### src/include/fetch_defines.svh
`ifndef FETCH_DEFINES_SVH
`define FETCH_DEFINES_SVH

// boot rom entry
`define RESET_PC        32'hBFC0_0000

// general exception entry
`define GENERAL_EX_PC   32'hBFC0_0380

// tlb refill entry
`define REFILL_EX_PC    32'hBFC0_0200

// strips the segment bits of kseg0/kseg1
`define KSEG_PHYS_MASK  32'h1FFF_FFFF

// page frame number, also the vpn width
`define PFN_W           20

// icache geometry
`define INDEX_W         8
`define OFFSET_W        4

// cache attribute field of a tlb page half
`define TLB_C_W         3

// exception code field
`define EXC_CODE_W      5

`endif

### src/logic/fetch_pkg.sv
`default_nettype none

`include "fetch_defines.svh"

package fetch_pkg;

    // cp0 cause codes seen at fetch
    typedef enum logic [`EXC_CODE_W-1:0] {
        exc_tlbl = 5'd2,   // tlb refill or invalid on fetch
        exc_adel = 5'd4,   // misaligned fetch address
        exc_none = 5'd31
    } exc_code_e;

    // one-entry instruction translation buffer
    typedef enum logic {
        buf_empty = 1'b0,
        buf_valid = 1'b1
    } itlb_state_e;

    // from decode
    typedef struct packed {
        logic        stall;
        logic        taken;
        logic [31:0] target;
    } br_bus_t;

    // one half of a tlb entry, even or odd page
    typedef struct packed {
        logic [`PFN_W-1:0]   pfn;
        logic [`TLB_C_W-1:0] c;   // cache attribute
        logic                d;
        logic                v;
    } tlb_page_t;

    // combinational answer of the joint tlb
    typedef struct packed {
        logic      found;
        tlb_page_t page0;
        tlb_page_t page1;
    } tlb_resp_t;

    // pre-fetch to fetch stage record
    typedef struct packed {
        logic        inst_valid;
        logic        bd_next;     // instruction after a delay slot
        logic [31:0] pc;
        logic        ex;
        logic        tlb_refill;
        exc_code_e   exc_code;
    } fetch_bus_t;

endpackage

`default_nettype wire

### src/logic/fetch_req_merge.sv
`timescale 1ns/1ps
`default_nettype none

`include "fetch_defines.svh"

module fetch_req_merge (
    input  wire                        clk,
    input  wire                        reset,
    input  wire [31:0]                 pc,
    input  wire [`PFN_W-1:0]           pfn,
    input  wire                        tlb_ex,
    input  wire                        tlb_refill,
    input  wire                        bd_next,
    input  wire                        allowin,
    input  wire                        icache_busy,
    input  wire                        buf_stall,
    input  wire                        flush,
    input  wire                        refetch,
    output fetch_pkg::fetch_bus_t      fs_bus,
    output logic [`INDEX_W-1:0]        inst_index,
    output logic [`PFN_W-1:0]          inst_tag,
    output logic [`OFFSET_W-1:0]       inst_offset,
    output logic                       inst_valid
);

    import fetch_pkg::*;

    logic      adel;
    logic      ex;
    exc_code_e exc_code;
    logic      flush_pending;
    logic      refetch_pending;

    assign adel = (pc[1:0] != 2'b00);
    assign ex   = adel | tlb_ex;

    always_comb begin
        if (adel) begin
            exc_code = exc_adel;   // alignment checked first
        end else if (tlb_ex) begin
            exc_code = exc_tlbl;
        end else begin
            exc_code = exc_none;
        end
    end

    // remember a redirect until the cache has drained
    always_ff @(posedge clk) begin
        if (reset) begin
            flush_pending   <= 1'b0;
            refetch_pending <= 1'b0;
        end else begin
            if (flush) begin
                flush_pending <= 1'b1;
            end else if (~icache_busy) begin
                flush_pending <= 1'b0;
            end
            if (refetch) begin
                refetch_pending <= 1'b1;
            end else if (~icache_busy) begin
                refetch_pending <= 1'b0;
            end
        end
    end

    always_comb begin
        if (flush_pending & ~icache_busy & ~refetch_pending) begin
            inst_valid = 1'b1;     // first fetch from the new vector
        end else if (ex | buf_stall) begin
            inst_valid = 1'b0;
        end else begin
            inst_valid = allowin & ~icache_busy & ~refetch_pending;
        end
    end

    assign inst_index  = pc[`INDEX_W+`OFFSET_W-1:`OFFSET_W];
    assign inst_offset = pc[`OFFSET_W-1:0];
    assign inst_tag    = pfn;

    assign fs_bus = '{
        inst_valid : inst_valid,
        bd_next    : bd_next,
        pc         : pc,
        ex         : ex,
        tlb_refill : tlb_refill & ~adel,   // only when the tlb fault is reported
        exc_code   : exc_code
    };

endmodule

`default_nettype wire

### src/logic/itlb_lookup.sv
`timescale 1ns/1ps
`default_nettype none

`include "fetch_defines.svh"

module itlb_lookup (
    input  wire                       clk,
    input  wire                       reset,
    input  wire [31:0]                pc,
    input  wire fetch_pkg::tlb_resp_t tlb_resp,
    input  wire                       tlb_flush,
    output logic [`PFN_W-1:0]         tlb_vpn,
    output logic [`PFN_W-1:0]         pfn,
    output logic                      buf_stall,
    output logic                      tlb_ex,
    output logic                      tlb_refill
);

    import fetch_pkg::*;

    itlb_state_e       state;
    logic [`PFN_W-1:0] buf_vpn;
    tlb_resp_t         buf_resp;
    tlb_resp_t         cur_resp;
    tlb_page_t         page;
    logic [31:0]       phys_addr;
    logic              unmapped;
    logic              hit;
    logic              miss;
    logic              page_invalid;

    assign tlb_vpn = pc[31:12];

    // kseg0 and kseg1 bypass translation
    assign unmapped  = (pc[31:30] == 2'b10);
    assign phys_addr = pc & `KSEG_PHYS_MASK;

    assign hit  = (state == buf_valid) && (buf_vpn == tlb_vpn);
    assign miss = ~unmapped & ~hit;

    // buffered entry on a hit, live tlb answer while missing
    assign cur_resp = hit ? buf_resp : tlb_resp;

    // vpn bit 0 picks the odd page
    assign page = tlb_vpn[0] ? cur_resp.page1 : cur_resp.page0;

    // one cycle to capture a found entry, misses without a match never stall
    assign buf_stall = miss & tlb_resp.found;

    assign tlb_refill   = miss & ~tlb_resp.found;
    assign page_invalid = ~unmapped & cur_resp.found & ~page.v;
    assign tlb_ex       = tlb_refill | page_invalid;

    assign pfn = unmapped ? phys_addr[31:12] : page.pfn;

    always_ff @(posedge clk) begin
        if (reset) begin
            state <= buf_empty;
        end else if (tlb_flush) begin
            state <= buf_empty;   // tlbwi/tlbwr may have changed the entry
        end else if (buf_stall) begin
            state <= buf_valid;
        end
    end

    always_ff @(posedge clk) begin
        if (buf_stall) begin
            buf_vpn  <= tlb_vpn;
            buf_resp <= tlb_resp;
        end
    end

    // pc is held while stalling, so the captured entry hits next cycle
    property p_single_stall;
        @(posedge clk) disable iff (reset)
        (buf_stall && !tlb_flush) |=> !buf_stall;
    endproperty

    a_single_stall: assert property (p_single_stall)
        else $error("itlb buf_stall lasted more than one cycle");

endmodule

`default_nettype wire

### src/logic/pc_gen.sv
`timescale 1ns/1ps
`default_nettype none

`include "fetch_defines.svh"

module pc_gen (
    input  wire                     clk,
    input  wire                     reset,
    input  wire fetch_pkg::br_bus_t br_bus,
    input  wire                     flush,
    input  wire                     flush_refill,
    input  wire                     eret,
    input  wire [31:0]              epc,
    input  wire                     refetch,
    input  wire [31:0]              refetch_pc,
    input  wire                     fs_allowin,
    input  wire                     icache_busy,
    input  wire                     buf_stall,
    output logic [31:0]             pc,
    output logic                    allowin,
    output logic                    ready_go,
    output logic                    bd_next
);

    logic [31:0] next_pc;
    logic [31:0] seq_pc;
    logic        pc_load;

    assign seq_pc   = pc + 32'd4;
    assign ready_go = ~icache_busy & ~buf_stall;
    assign allowin  = flush | (fs_allowin & ready_go);
    assign pc_load  = (allowin & ~icache_busy) | flush;

    // a taken branch in decode means the current pc sits past the delay slot
    assign bd_next = br_bus.taken;

    // eret wins over flush, flush over branch
    always_comb begin
        if (eret) begin
            next_pc = epc;
        end else if (flush) begin
            if (flush_refill) begin
                next_pc = `REFILL_EX_PC;
            end else if (refetch) begin
                next_pc = refetch_pc;   // replay from the memory stage
            end else begin
                next_pc = `GENERAL_EX_PC;
            end
        end else if (br_bus.taken) begin
            next_pc = br_bus.target;
        end else begin
            next_pc = seq_pc;
        end
    end

    always_ff @(posedge clk) begin
        if (reset) begin
            pc <= `RESET_PC;
        end else if (pc_load) begin
            pc <= next_pc;
        end
    end

    // busy cache freezes the address unless an exception redirects it
    property p_hold_while_busy;
        @(posedge clk) disable iff (reset)
        (icache_busy && !flush) |=> (pc == $past(pc));
    endproperty

    a_hold_while_busy: assert property (p_hold_while_busy)
        else $error("pc loaded while icache_busy was high without flush");

endmodule

`default_nettype wire

### src/logic/pre_fetch_stage.sv
`timescale 1ns/1ps
`default_nettype none

`include "fetch_defines.svh"

module pre_fetch_stage (
    input  wire                       clk,
    input  wire                       reset,
    input  wire fetch_pkg::br_bus_t   br_bus,
    input  wire                       fs_allowin,
    input  wire                       flush,
    input  wire                       flush_refill,
    input  wire                       eret,
    input  wire [31:0]                epc,
    input  wire                       refetch,
    input  wire [31:0]                refetch_pc,
    input  wire                       icache_busy,
    output logic [`PFN_W-1:0]         tlb_vpn,
    input  wire fetch_pkg::tlb_resp_t tlb_resp,
    input  wire                       tlb_flush,
    output fetch_pkg::fetch_bus_t     fs_bus,
    output logic                      fs_valid,
    output logic [`INDEX_W-1:0]       inst_index,
    output logic [`PFN_W-1:0]         inst_tag,
    output logic [`OFFSET_W-1:0]      inst_offset,
    output logic                      inst_valid,
    output logic [31:0]               pc
);

    logic              allowin;
    logic              ready_go;
    logic              bd_next;
    logic              buf_stall;
    logic [`PFN_W-1:0] pfn;
    logic              tlb_ex;
    logic              tlb_refill;

    assign fs_valid = ready_go;

    pc_gen u_pc_gen (
        .clk          (clk),
        .reset        (reset),
        .br_bus       (br_bus),
        .flush        (flush),
        .flush_refill (flush_refill),
        .eret         (eret),
        .epc          (epc),
        .refetch      (refetch),
        .refetch_pc   (refetch_pc),
        .fs_allowin   (fs_allowin),
        .icache_busy  (icache_busy),
        .buf_stall    (buf_stall),
        .pc           (pc),
        .allowin      (allowin),
        .ready_go     (ready_go),
        .bd_next      (bd_next)
    );

    itlb_lookup u_itlb_lookup (
        .clk        (clk),
        .reset      (reset),
        .pc         (pc),
        .tlb_resp   (tlb_resp),
        .tlb_flush  (tlb_flush),
        .tlb_vpn    (tlb_vpn),
        .pfn        (pfn),
        .buf_stall  (buf_stall),
        .tlb_ex     (tlb_ex),
        .tlb_refill (tlb_refill)
    );

    fetch_req_merge u_fetch_req_merge (
        .clk         (clk),
        .reset       (reset),
        .pc          (pc),
        .pfn         (pfn),
        .tlb_ex      (tlb_ex),
        .tlb_refill  (tlb_refill),
        .bd_next     (bd_next),
        .allowin     (allowin),
        .icache_busy (icache_busy),
        .buf_stall   (buf_stall),
        .flush       (flush),
        .refetch     (refetch),
        .fs_bus      (fs_bus),
        .inst_index  (inst_index),
        .inst_tag    (inst_tag),
        .inst_offset (inst_offset),
        .inst_valid  (inst_valid)
    );

endmodule

`default_nettype wire

### config.mk
export PLATFORM = sky130hd
export DESIGN_NAME = pre_fetch_stage
export DESIGN_NICKNAME = d
export VERILOG_FILES = /design/src/logic/fetch_pkg.sv /design/src/logic/fetch_req_merge.sv /design/src/logic/itlb_lookup.sv /design/src/logic/pc_gen.sv /design/src/logic/pre_fetch_stage.sv
export VERILOG_INCLUDE_DIRS = /design/src /design/src/include
export SDC_FILE = /design/constraint.sdc
export NUM_CORES = 1
export LEC_CHECK = 0
export ABC_AREA = 1
export BUFFER_PORTS_ARGS = -buffer_cell sky130_fd_sc_hd__clkbuf_2
export CAP_MARGIN = 20
export CORE_AREA = 2 2 121 123
export DETAILED_ROUTE_END_ITERATION = 10
export DIE_AREA = 0 0 123 125
export PLACE_DENSITY = 0.87
export SLEW_MARGIN = 20
export SYNTH_ARGS = -nofsm -noshare
export SYNTH_HDL_FRONTEND = slang
export SYNTH_HIERARCHICAL = 1
export SYNTH_SLANG_ARGS = --single-unit
### constraint.sdc
create_clock -name clk -period 7.7 [get_ports clk]
set_input_delay 0.385 -clock clk [delete_from_list [all_inputs] [get_ports clk]]
set_output_delay 0.385 -clock clk [all_outputs]
set_load 0.02 [all_outputs]
==> metrics.md, run 1 <==
| Metric | Value |
|---|---|
| Status | `complete, no violations` |
| Critical path required time | `7.32 ns` |
| Overall routed net length | `22,400 um` |
| Die width | `~120 um` |
| Vias in the first global route | `around 7,200` |
| Final Cycle Share | `between 50% and 60%` |
| Final WS setup | `3.56 ns` |
| Antenna Cells | `0` |
| Number of antenna violations at the first check in global routing | `0` |
| Post-synth EDFFs | `63` |
| IO Port Bufs | `275` |
| Total track usage | `28.2%` |
| Initial DRC Count | `651` |
| Setup TNS | `0 ns` |
| Distinct cells, synth | `42` |
| Worst hold path class | `in -> reg` |
| Minimum clock period | `4.14 ns` |
| Post-CTS Repair Setup Buffers | `0` |
| Pre-Repair DR Iteration Count | `6` |
| Dpl ws | `3.85 ns` |
| Register area share after synthesis | `34.0%` |
| Max Used Layer | `met4` |
| Drt wl/cell | `15.1 um` |
| CTS tree | `built` |
| Yosys Warn Count | `6` |
| Ys async rst share | `0%` |
| Post-CTS Hold Buffers | `0` |
| Crit path launch type | `flop` |
| Final Slew Violations | `0` |
| Top_reg_cell synth | `edfxtp_1` |
| Met3 Wirelength | `between 1500 and 2000 um` |
| Top post-synthesis cells by count | `nand2_1, inv_1, buf_4, nand3_1, nor2_1` |
| I/O pin count | `285` |
| Syn Inst Count | `1,142` |
| Post-DP HPWL | `16,000 um` |
| Number of placement rows | `44` |
| Clock Latency Late Sink | `0.35 ns` |
| Pleak | `~0.0047 uW` |
| Initial Util | `53.6%` |
| Fill count | `1,348` |
| Met2 wire len | `around 11,000 um` |
| Setup violators final | `0` |
| Post-Syn Area | `about 0.0076 mm2` |
| CORE AREA | `approximately 0.014 mm2` |
| GR Overflow Total | `0` |
| Drt via density | `5.30` |
| Total of max-cap violations | `0` |
| VDD IR max | `104 uV` |
| Clk_skew | `0.0106 ns` |
| M1 WL | `between 9000 and 10,000 um` |
| Layout Nets | `1,460` |
| First-pass GRT wire length | `34,600 um` |
| Pwr dens | `around 180 mW/mm2` |
| Syn nets | `1,301` |
| Dominant cells by area after synthesis | `edfxtp_1, nand2_1, dfxtp_1, buf_4, inv_1` |
| Worst setup EP type | `primary output` |
| Post-CTS sizing | `0` |
| Synth top area share | `roughly a quarter` |
| Largest net degree at the start of global routing | `66` |
| Slew @ Worst Pin | `0.908 ns` |
| Rel. slew slack | `between 30 and 40%` |
| Chip Height | `125 um` |
| RSZ-0062 raised after global routing | `no` |
| Crit. Startpoint | `u_pc_gen/pc[21]` |
| Root buffer cell | `clkbuf_16` |
| Detail Route Antenna Nets | `0` |
| Hold path start | `tlb_flush` |
| Final hold violations | `0` |
| Reg clk slew, reported paths | `0.07 ns` |
| Critical path type | `reg -> out` |
| Register bit count reported by yosys | `98` |
| Critical path data arrival time | `3.76 ns` |
| Share of cells above drive strength 1 | `27.0%` |
| Full die area | `~0.015 mm2` |
| Via Count | `between 7,000 and 8,000` |
| Reg2reg setup slack | `3.66 ns` |
| Fmax | `241 MHz` |
| H-tree levels | `3` |
| Sink Count | `slightly below 100` |
| Clock Path Buffers | `2` |
| Layout overhead on the synthesized area | `13.8%` |
| Syn Area/Cell | `6.67 um2` |
| RePlAce Congestion | `0.922` |
| Worst r2r src | `u_pc_gen/pc[21]` |
| Maximum net fanout on the critical path | `45` |
| Count leader, synth | `nand2_1` |
| Residual DRC count | `0` |
| Cell accounting for the most synthesized area | `edfxtp_1` |
| Num CTS Buffers | `9` |
==> kinds of logic (layout without fill, tap and decap cells) <==
| kind of cell | Yosys count | in the layout | share of synthesized area (%) |
|---|---|---|---|
| DFF | 98 | 98 | 34.0 |
| adders and majority gates | 1 | 1 | 0.164 |
| xor gates and xnor gates | 9 | 9 | 1.03 |
| buffers and inverters | 308 | 472 | 20.4 |
| AOI/OAI and AO/OA | 126 | 126 | 9.82 |
| and+or+nand+nor | 600 | 600 | 34.5 |
==> layout by cell type (no fill, tap or decap), drive strengths merged, types with 3 or more instances in the layout <==
cell / instances
nand2: 358
clkbuf: 285
inv: 172
nor2: 98
nand3: 90
edfxtp: 63
a21oi: 47
o21ai: 45
dfxtp: 35
nand4: 24
or2: 18
a221oi: 14
buf: 8
nor3: 7
a211oi: 7
xor2: 6
clkinv: 6
nand3b: 4
a22oi: 4
xnor2: 3
o211ai: 3
==> metal layers <==
metal	up-vias	GRT usage [%]
met4	0	12.0
met1	3559	35.1
met3	51	4.33
li1	3861	-
met5	-	0
met2	428	48.2
==> report_power, final <==
part / total, uW / internal [uW] / switching [uW]
Sequential: 654 / 600 / 54.1
Clock: 452 / 250 / 202
Combinational: 418 / 142 / 277
Total: 1530 / 992 / 533
==> stage by stage <==
stage | area (um2) | std cells | util, % | power (uW) | hold WS, ns
floorplan | 7620 | 1142 | - | 981 | 0.451
global placement | 8390 | 1474 | 59.0 | 1070 | 0.466
detailed placement | 8390 | 1474 | 59.0 | 1080 | 0.479
CTS | 8670 | 1490 | 61.1 | 1530 | 0.179
global route | 8670 | 1490 | 61.1 | 1600 | 0.189
finish | 8670 | 1490 | 61.1 | 1530 | 0.187
==> worst max-delay path: stages (launching register included) <==
cell,delay (ns)
dfxtp_1,0.72
inv_1,0.11
nand2_1,0.10
nand2_1,0.06
nor2_1,0.10
nand2_1,0.07
nor2_1,0.21
nand3_4,0.46
nand3_1,0.31
inv_2,0.08
nor2_1,0.15
nand2_1,0.07
nand2_1,0.06
buf_4,0.37
nand3_1,0.16
o21ai_2,0.18
clkbuf_2,0.19
==> final timing paths <==
kind,end,cells past startpoint
hold reg to reg,u_fetch_req_merge/flush_pending,2
setup / recovery,fs_bus[40],16
hold / removal,u_itlb_lookup/state,2
setup reg to reg,u_pc_gen/pc[12],16
==> area by class of cell <==
cell class,count,area [um2],area share [%]
tap,184,230,2.65
sequential,98,2590,29.9
inverter,173,652,7.52
timing repair buffer,283,1440,16.6
clock buffer,10,229,2.64
clock inverter,6,57.6,0.664
multi-input combinational,736,3470,40.1
==> flip-flops by register name, indices dropped and copies added (netlist names) <==
signal                             flops
u_itlb_lookup/buf_resp                43
u_fetch_req_merge/flush_pending        1
u_itlb_lookup/state                    1
u_fetch_req_merge/refetch_pending      1
u_pc_gen/pc                           32
u_itlb_lookup/buf_vpn                 20
Power figures use the tool's default switching activity.
==> run 2, diff against run 1 <==
--- a/config.mk
+++ b/config.mk
@@ -9,10 +9,10 @@
 export ABC_AREA = 1
 export BUFFER_PORTS_ARGS = -buffer_cell sky130_fd_sc_hd__clkbuf_2
 export CAP_MARGIN = 20
-export CORE_AREA = 2 2 121 123
+export CORE_AREA = 2 2 132 134
 export DETAILED_ROUTE_END_ITERATION = 10
-export DIE_AREA = 0 0 123 125
-export PLACE_DENSITY = 0.87
+export DIE_AREA = 0 0 134 136
+export PLACE_DENSITY = 0.78
 export SLEW_MARGIN = 20
 export SYNTH_ARGS = -nofsm -noshare
 export SYNTH_HDL_FRONTEND = slang
==> constraint.sdc (replaced) <==
create_clock -name clk -period 3.75 [get_ports clk]
set_input_delay 0.1875 -clock clk [delete_from_list [all_inputs] [get_ports clk]]
set_output_delay 0.1875 -clock clk [all_outputs]
set_load 0.02 [all_outputs]
==> run 2 against run 1 <==
Register-to-register slack worse by 2.7 ns; via count is 1.7% lower; sequential power is 100% higher; setup slack worse by 3.0 ns; critical path type unchanged; die area is 19% higher; largest power group unchanged; global-route usage is 3.3 points lower; combinational power is 110% higher.
==> metrics.md, run 2 (synthesized netlist as in run 1, its figures left out) <==
| Metric | Value |
|---|---|
| Biggest regs | `u_itlb_lookup/buf_resp (43), u_pc_gen/pc (32), u_itlb_lookup/buf_vpn (20)` |
| Met3 Wirelength | `1500 um` |
| Clock Path Buffers | `2` |
| Sw Pwr | `1100 uW` |
| Delay of the slowest critical-path stage | `around 0.52 ns` |
| Die width | `134 um` |
| CP Cell Sequence | `inv_1 > nand2_1 > nand2_1 > nor2_1 > nand2_1 > nor2_1 > nand3_4 > nand3_1 > clkinvlp_4 > nor2_4 > nand2_1 > nand2_1 > buf_4 > nand3_1 > o21ai_2 > clkbuf_2` |
| Total of max-cap violations | `0` |
| CTS tree | `built` |
| Full die area | `0.0182 mm2` |
| Worst hold path class | `in -> reg` |
| Largest net degree at the start of global routing | `66` |
| Final WS setup | `0.538 ns` |
| Chip Height | `136 um` |
| Rel. slew slack | `about 38%` |
| Root buffer cell | `clkbuf_16` |
| Met2 wire len | `11,600 um` |
| Final Cycle Share | `85.6%` |
| Drt via density | `5.05` |
| First-pass GRT wire length | `between 30,000 and 40,000 um` |
| Number of antenna violations at the first check in global routing | `1` |
| Critical path required time | `3.56 ns` |
| Final hold violations | `0` |
| Clock Latency Late Sink | `0.35 ns` |
| Minimum clock period | `about 3.2 ns` |
| Maximum net fanout on the critical path | `42` |
| Final core occ | `52.2%` |
| Crit path launch type | `flop` |
| Final Slew Violations | `0` |
| Drt wl/cell | `15.2 um` |
| Vias in the first global route | `about 7,100` |
| Most used cell along the critical path | `nand2_1` |
| Max FFs per register | `43` |
| Setup TNS | `0 ns` |
| Layout Nets | `1,467` |
| Pleak | `0.00468 uW` |
| Num CTS Buffers | `9` |
| M1 WL | `9860 um` |
| Clk_skew | `0.00668 ns` |
| Number of placement rows | `48` |
| Post-DP HPWL | `16,900 um` |
| Design Power | `between 3000 and 4000 uW` |
| Layout overhead on the synthesized area | `15.6%` |
| RePlAce Congestion | `between 0.8 and 0.9` |
| GR Overflow Total | `0` |
| Most frequent cells in the layout | `nand2_1, clkbuf_2, inv_1, nand3_1, nor2_1` |
| Sink Count | `98` |
| CP max-delay cell | `dfxtp_2` |
| Overall routed net length | `about 23,000 um` |
| Dpl cell area | `0.00852 mm2` |
| Most common cell after layout, fill and taps aside | `nand2_1` |
| Initial DRC Count | `512` |
| I/O pin count | `285` |
| Share of cells above drive strength 1 | `about 29%` |
| VDD IR max | `approximately 260 uV` |
| Pwr dens | `354 mW/mm2` |
| Sequential power share | `43.1%` |
| Critical path type | `reg -> out` |
| CORE AREA | `approximately 0.017 mm2` |
| Residual DRC count | `0` |
| Initial Util | `a little under half` |
| Logic pwr share | `between 20 and 30%` |
| Max Used Layer | `met4` |
| Reg clk slew, reported paths | `about 0.070 ns` |
| Fmax | `311 MHz` |
| Int Pwr | `2020 uW` |
| CP bufs+invs | `4` |
| Detail Route Antenna Nets | `0` |
| Slew @ Worst Pin | `0.933 ns` |
| IO Port Bufs | `275` |
| Clk pwr share | `28.7%` |
| Setup violators final | `0` |
| RSZ-0062 raised after global routing | `no` |
| Register name with the most flops | `u_itlb_lookup/buf_resp` |
| Pre-Repair DR Iteration Count | `5` |
| Critical path data arrival time | `just over 3 ns` |
| Via Count | `7,768` |
| Dpl ws | `0.867 ns` |
| Status | `complete, no violations` |
| Sw Share | `35.2%` |
| Total track usage | `24.9%` |
| H-tree levels | `3` |
| Worst setup EP type | `primary output` |
| Family with the most delay on the worst path | `simple AND/OR/NAND/NOR gates` |
| Final instance area | `0.00880 mm2` |
[run 2: path summary, 6_finish.rpt]
kind | from | cells past startpoint | slack, ns | endpoint
max reg2reg | u_pc_gen/pc[23] | 17 | 0.94 | u_pc_gen/pc[1]
min reg2reg | u_fetch_req_merge/refetch_pending | 2 | 0.48 | u_fetch_req_merge/refetch_pending
min | tlb_resp[23] | 1 | 0.03 | u_itlb_lookup/buf_resp[23]
max | u_pc_gen/pc[23] | 16 | 0.54 | inst_valid
[run 2: power groups by stage]
stage               logic (uW)  clock network [uW]  registers (uW)
floorplan                  653                   0            1370
finish                     876                 895            1340
CTS                        876                 916            1350
detailed placement         872                   0            1370
global route               965                 958            1360
global placement           862                   0            1370
[run 2: layout make-up]
| type | instances | area [um2] |
|---|---|---|
| well taps | 225 | 282 |
| multi-input cells | 736 | 3480 |
| clock buffers | 13 | 260 |
| fillers | 1686 | 8070 |
| repair buffers | 290 | 1490 |
| clock inverters | 3 | 15.0 |
| inverters | 173 | 656 |
| diodes | 1 | 2.50 |
| flip-flops and latches | 98 | 2610 |
[run 2: per-layer routing]
metal	global-route usage, %	vias up
li1	-	3877
met1	31.3	3538
met2	43.9	325
met3	3.77	28
met4	8.27	0
met5	0	-
[run 2: stage by stage]
stage | cells | hold slack [ns]
final | 1539 | 0.0262
after floorplan | 1142 | 0.260
after CTS | 1538 | 0.0139
after global routing | 1539 | 0.0171
after detailed placement | 1521 | 0.365
after global placement | 1521 | 0.356
[run 2: repair_timing]
item / 4_1_cts / 5_1_grt
resized for setup: 0 / 0
endpoints found under the hold margin: 1 / 0
setup buffers: 0 / 0
hold buffers: 1 / 0
==> run 3, diff against run 2 <==
--- a/config.mk
+++ b/config.mk
@@ -8,13 +8,14 @@
 export LEC_CHECK = 0
 export ABC_AREA = 1
 export BUFFER_PORTS_ARGS = -buffer_cell sky130_fd_sc_hd__clkbuf_2
-export CAP_MARGIN = 20
-export CORE_AREA = 2 2 132 134
+export CAP_MARGIN = 0
+export CORE_AREA = 2 2 134 136
 export DETAILED_ROUTE_END_ITERATION = 10
-export DIE_AREA = 0 0 134 136
-export PLACE_DENSITY = 0.78
+export DIE_AREA = 0 0 136 138
+export PLACE_DENSITY = 0.76
 export SLEW_MARGIN = 20
 export SYNTH_ARGS = -nofsm -noshare
 export SYNTH_HDL_FRONTEND = slang
 export SYNTH_HIERARCHICAL = 1
 export SYNTH_SLANG_ARGS = --single-unit
+export TNS_END_PERCENT = 5
==> run 3 against run 2 <==
Highest routed layer unchanged; first-iteration DRC count decreased by 6.1%; final area up 0.28%; clock-buffer cell count decreased by 3; critical path type unchanged; global-route usage down 0.72 points; core utilization decreased by 1.8 points.
==> metrics.md, run 3 (synthesized netlist as in run 1, its figures left out) <==
| Metric | Value |
|---|---|
| Drt wl/cell | `15.3 um` |
| Pre-Repair DR Iteration Count | `5` |
| Drt via density | `5.07` |
| Sink Count | `98` |
| Initial Util | `43.4%` |
| Reg clk slew, reported paths | `0.07 ns` |
| Pleak | `0.00468 uW` |
| Detail Route Antenna Nets | `0` |
| Total track usage | `24.2%` |
| Sequential power share | `41.7%` |
| Final hold violations | `0` |
| IO Port Bufs | `275` |
| Initial DRC Count | `481` |
| Largest net degree at the start of global routing | `66` |
| Status | `complete, no violations` |
| I/O pin count | `285` |
| Setup TNS | `0 ns` |
| Int Pwr | `2110 uW` |
| Crit path launch type | `flop` |
| Full die area | `0.0188 mm2` |
| Num CTS Buffers | `9` |
| Logic pwr share | `a little over a quarter` |
| Worst setup EP type | `primary output` |
| Post-DP HPWL | `17,200 um` |
| Critical path data arrival time | `3.03 ns` |
| Die width | `136 um` |
| Overall routed net length | `23,600 um` |
| CP max-delay cell | `buf_4` |
| Final WS setup | `0.532 ns` |
| Pwr dens | `365 mW/mm2` |
| First-pass GRT wire length | `36,100 um` |
| Layout overhead on the synthesized area | `15.9%` |
| Max FFs per register | `43` |
| Via Count | `7,807` |
| Slew @ Worst Pin | `0.957 ns` |
| CORE AREA | `0.0175 mm2` |
| Total of max-cap violations | `0` |
| Final Cycle Share | `85.8%` |
| CTS tree | `built` |
| Setup violators final | `0` |
| Number of placement rows | `49` |
| Minimum clock period | `between 3 and 4 ns` |
| Reg2reg setup slack | `0.96 ns` |
| Number of antenna violations at the first check in global routing | `0` |
| Delay of the slowest critical-path stage | `0.69 ns` |
| Most used cell along the critical path | `inv_1` |
| Clk_skew | `between 0.008 and 0.009 ns` |
| Vias in the first global route | `7,270` |
| VDD IR max | `approximately 250 uV` |
| Dpl ws | `roughly 0.89 ns` |
| CP Cell Sequence | `nor2_2 > inv_1 > nand3_1 > clkinvlp_4 > buf_4 > inv_1 > nand3_2 > o21ai_2 > clkbuf_2` |
| Biggest regs | `u_itlb_lookup/buf_resp (43), u_pc_gen/pc (32), u_itlb_lookup/buf_vpn (20)` |
| GR Overflow Total | `0` |
| Layout Nets | `1,465` |
| Most common cell after layout, fill and taps aside | `nand2_1` |
| Maximum net fanout on the critical path | `65` |
| Critical path required time | `3.56 ns` |
| Share of cells above drive strength 1 | `around 29%` |
| Chip Height | `138 um` |
| Sw Pwr | `between 1000 and 1500 uW` |
| Sw Share | `34.5%` |
| RSZ-0062 raised after global routing | `no` |
| H-tree levels | `3` |
| RePlAce Congestion | `around 0.88` |
| Root buffer cell | `clkbuf_16` |
| Post-CTS Repair Setup Buffers | `0` |
| Clock Path Buffers | `2` |
| Residual DRC count | `0` |
| Clock Latency Late Sink | `~0.35 ns` |
| Register name with the most flops | `u_itlb_lookup/buf_resp` |
| Most frequent cells in the layout | `nand2_1, clkbuf_2, inv_1, nand3_1, nor2_1` |
| Clk pwr share | `31.3%` |
| Final Slew Violations | `0` |
| Critical path type | `reg -> out` |
| Rel. slew slack | `36.1%` |
| Worst hold path class | `in -> reg` |
| Fmax | `311 MHz` |
-- run 3: cell types whose count changed in the layout (fill, tap and decap cells not counted), sizes merged --
cell      before  now
clkbuf       288  285
buf           14   12
bufinv         0    2
clkinv         2    4
inv          173  171
clkinvlp       1    2
-- run 3: power by group through the flow --
stage / logic [uW] / clock network, uW / registers (uW)
after CTS: 875 / 1020 / 1350
after detailed placement: 870 / 0 / 1370
after global routing: 960 / 1060 / 1360
final: 873 / 1010 / 1350
after global placement: 861 / 0 / 1370
after floorplan: 653 / 0 / 1370
-- run 3: worst paths after layout --
check / from / cells past startpoint / end
hold / removal: tlb_resp[46] / 1 / u_itlb_lookup/buf_resp[46]
hold reg to reg: u_fetch_req_merge/flush_pending / 2 / u_fetch_req_merge/flush_pending
setup reg to reg: u_pc_gen/pc[23] / 17 / u_pc_gen/pc[0]
setup / recovery: u_pc_gen/pc[30] / 9 / fs_bus[40]
-- run 3: worst max-delay path: cells and delay by family, from the launching register on --
kind / cells / cell delay, ns
AO/OA/AOI/OAI: 1 / 0.06
buffers and inverters: 5 / 1.69
flip-flops: 1 / 0.46
AND/OR/NAND/NOR: 3 / 0.44
-- run 3: per-stage QoR --
stage               std cells  util [%]  hold WS [ns]  area, um2  total power [uW]
floorplan                1142         -         0.260       7650              2020
global placement         1523      48.5         0.356       8510              2230
detailed placement       1523      48.5         0.358       8510              2240
CTS                      1540      50.3        0.0139       8830              3240
global route             1540      50.3        0.0172       8830              3380
finish                   1541      50.4        0.0232       8830              3230
-- run 3: layout make-up --
class	count	area, um2
clock buffer	10	229
antenna	1	2.50
inverter	173	656
multi-input combinational	736	3480
sequential	98	2610
timing repair buffer	288	1480
fill	1792	8700
tap	229	287
clock inverter	6	81.3
-- run 3: repair_timing --
item	4_1_cts	5_1_grt
hold buffers	1	0
endpoints found under the hold margin	1	0
setup endpoints to repair	0	0
gates resized for setup	0	0
-- run 3: layer usage --
metal	vias to the layer above	share of wire, %	GRT usage [%]	wire length [um]
li1	3865	-	-	-
met1	3603	42	30.5	9960
met2	301	49	42.1	11500
met3	38	6.6	4.14	1570
met4	0	2.1	7.24	503
met5	-	0	0	0
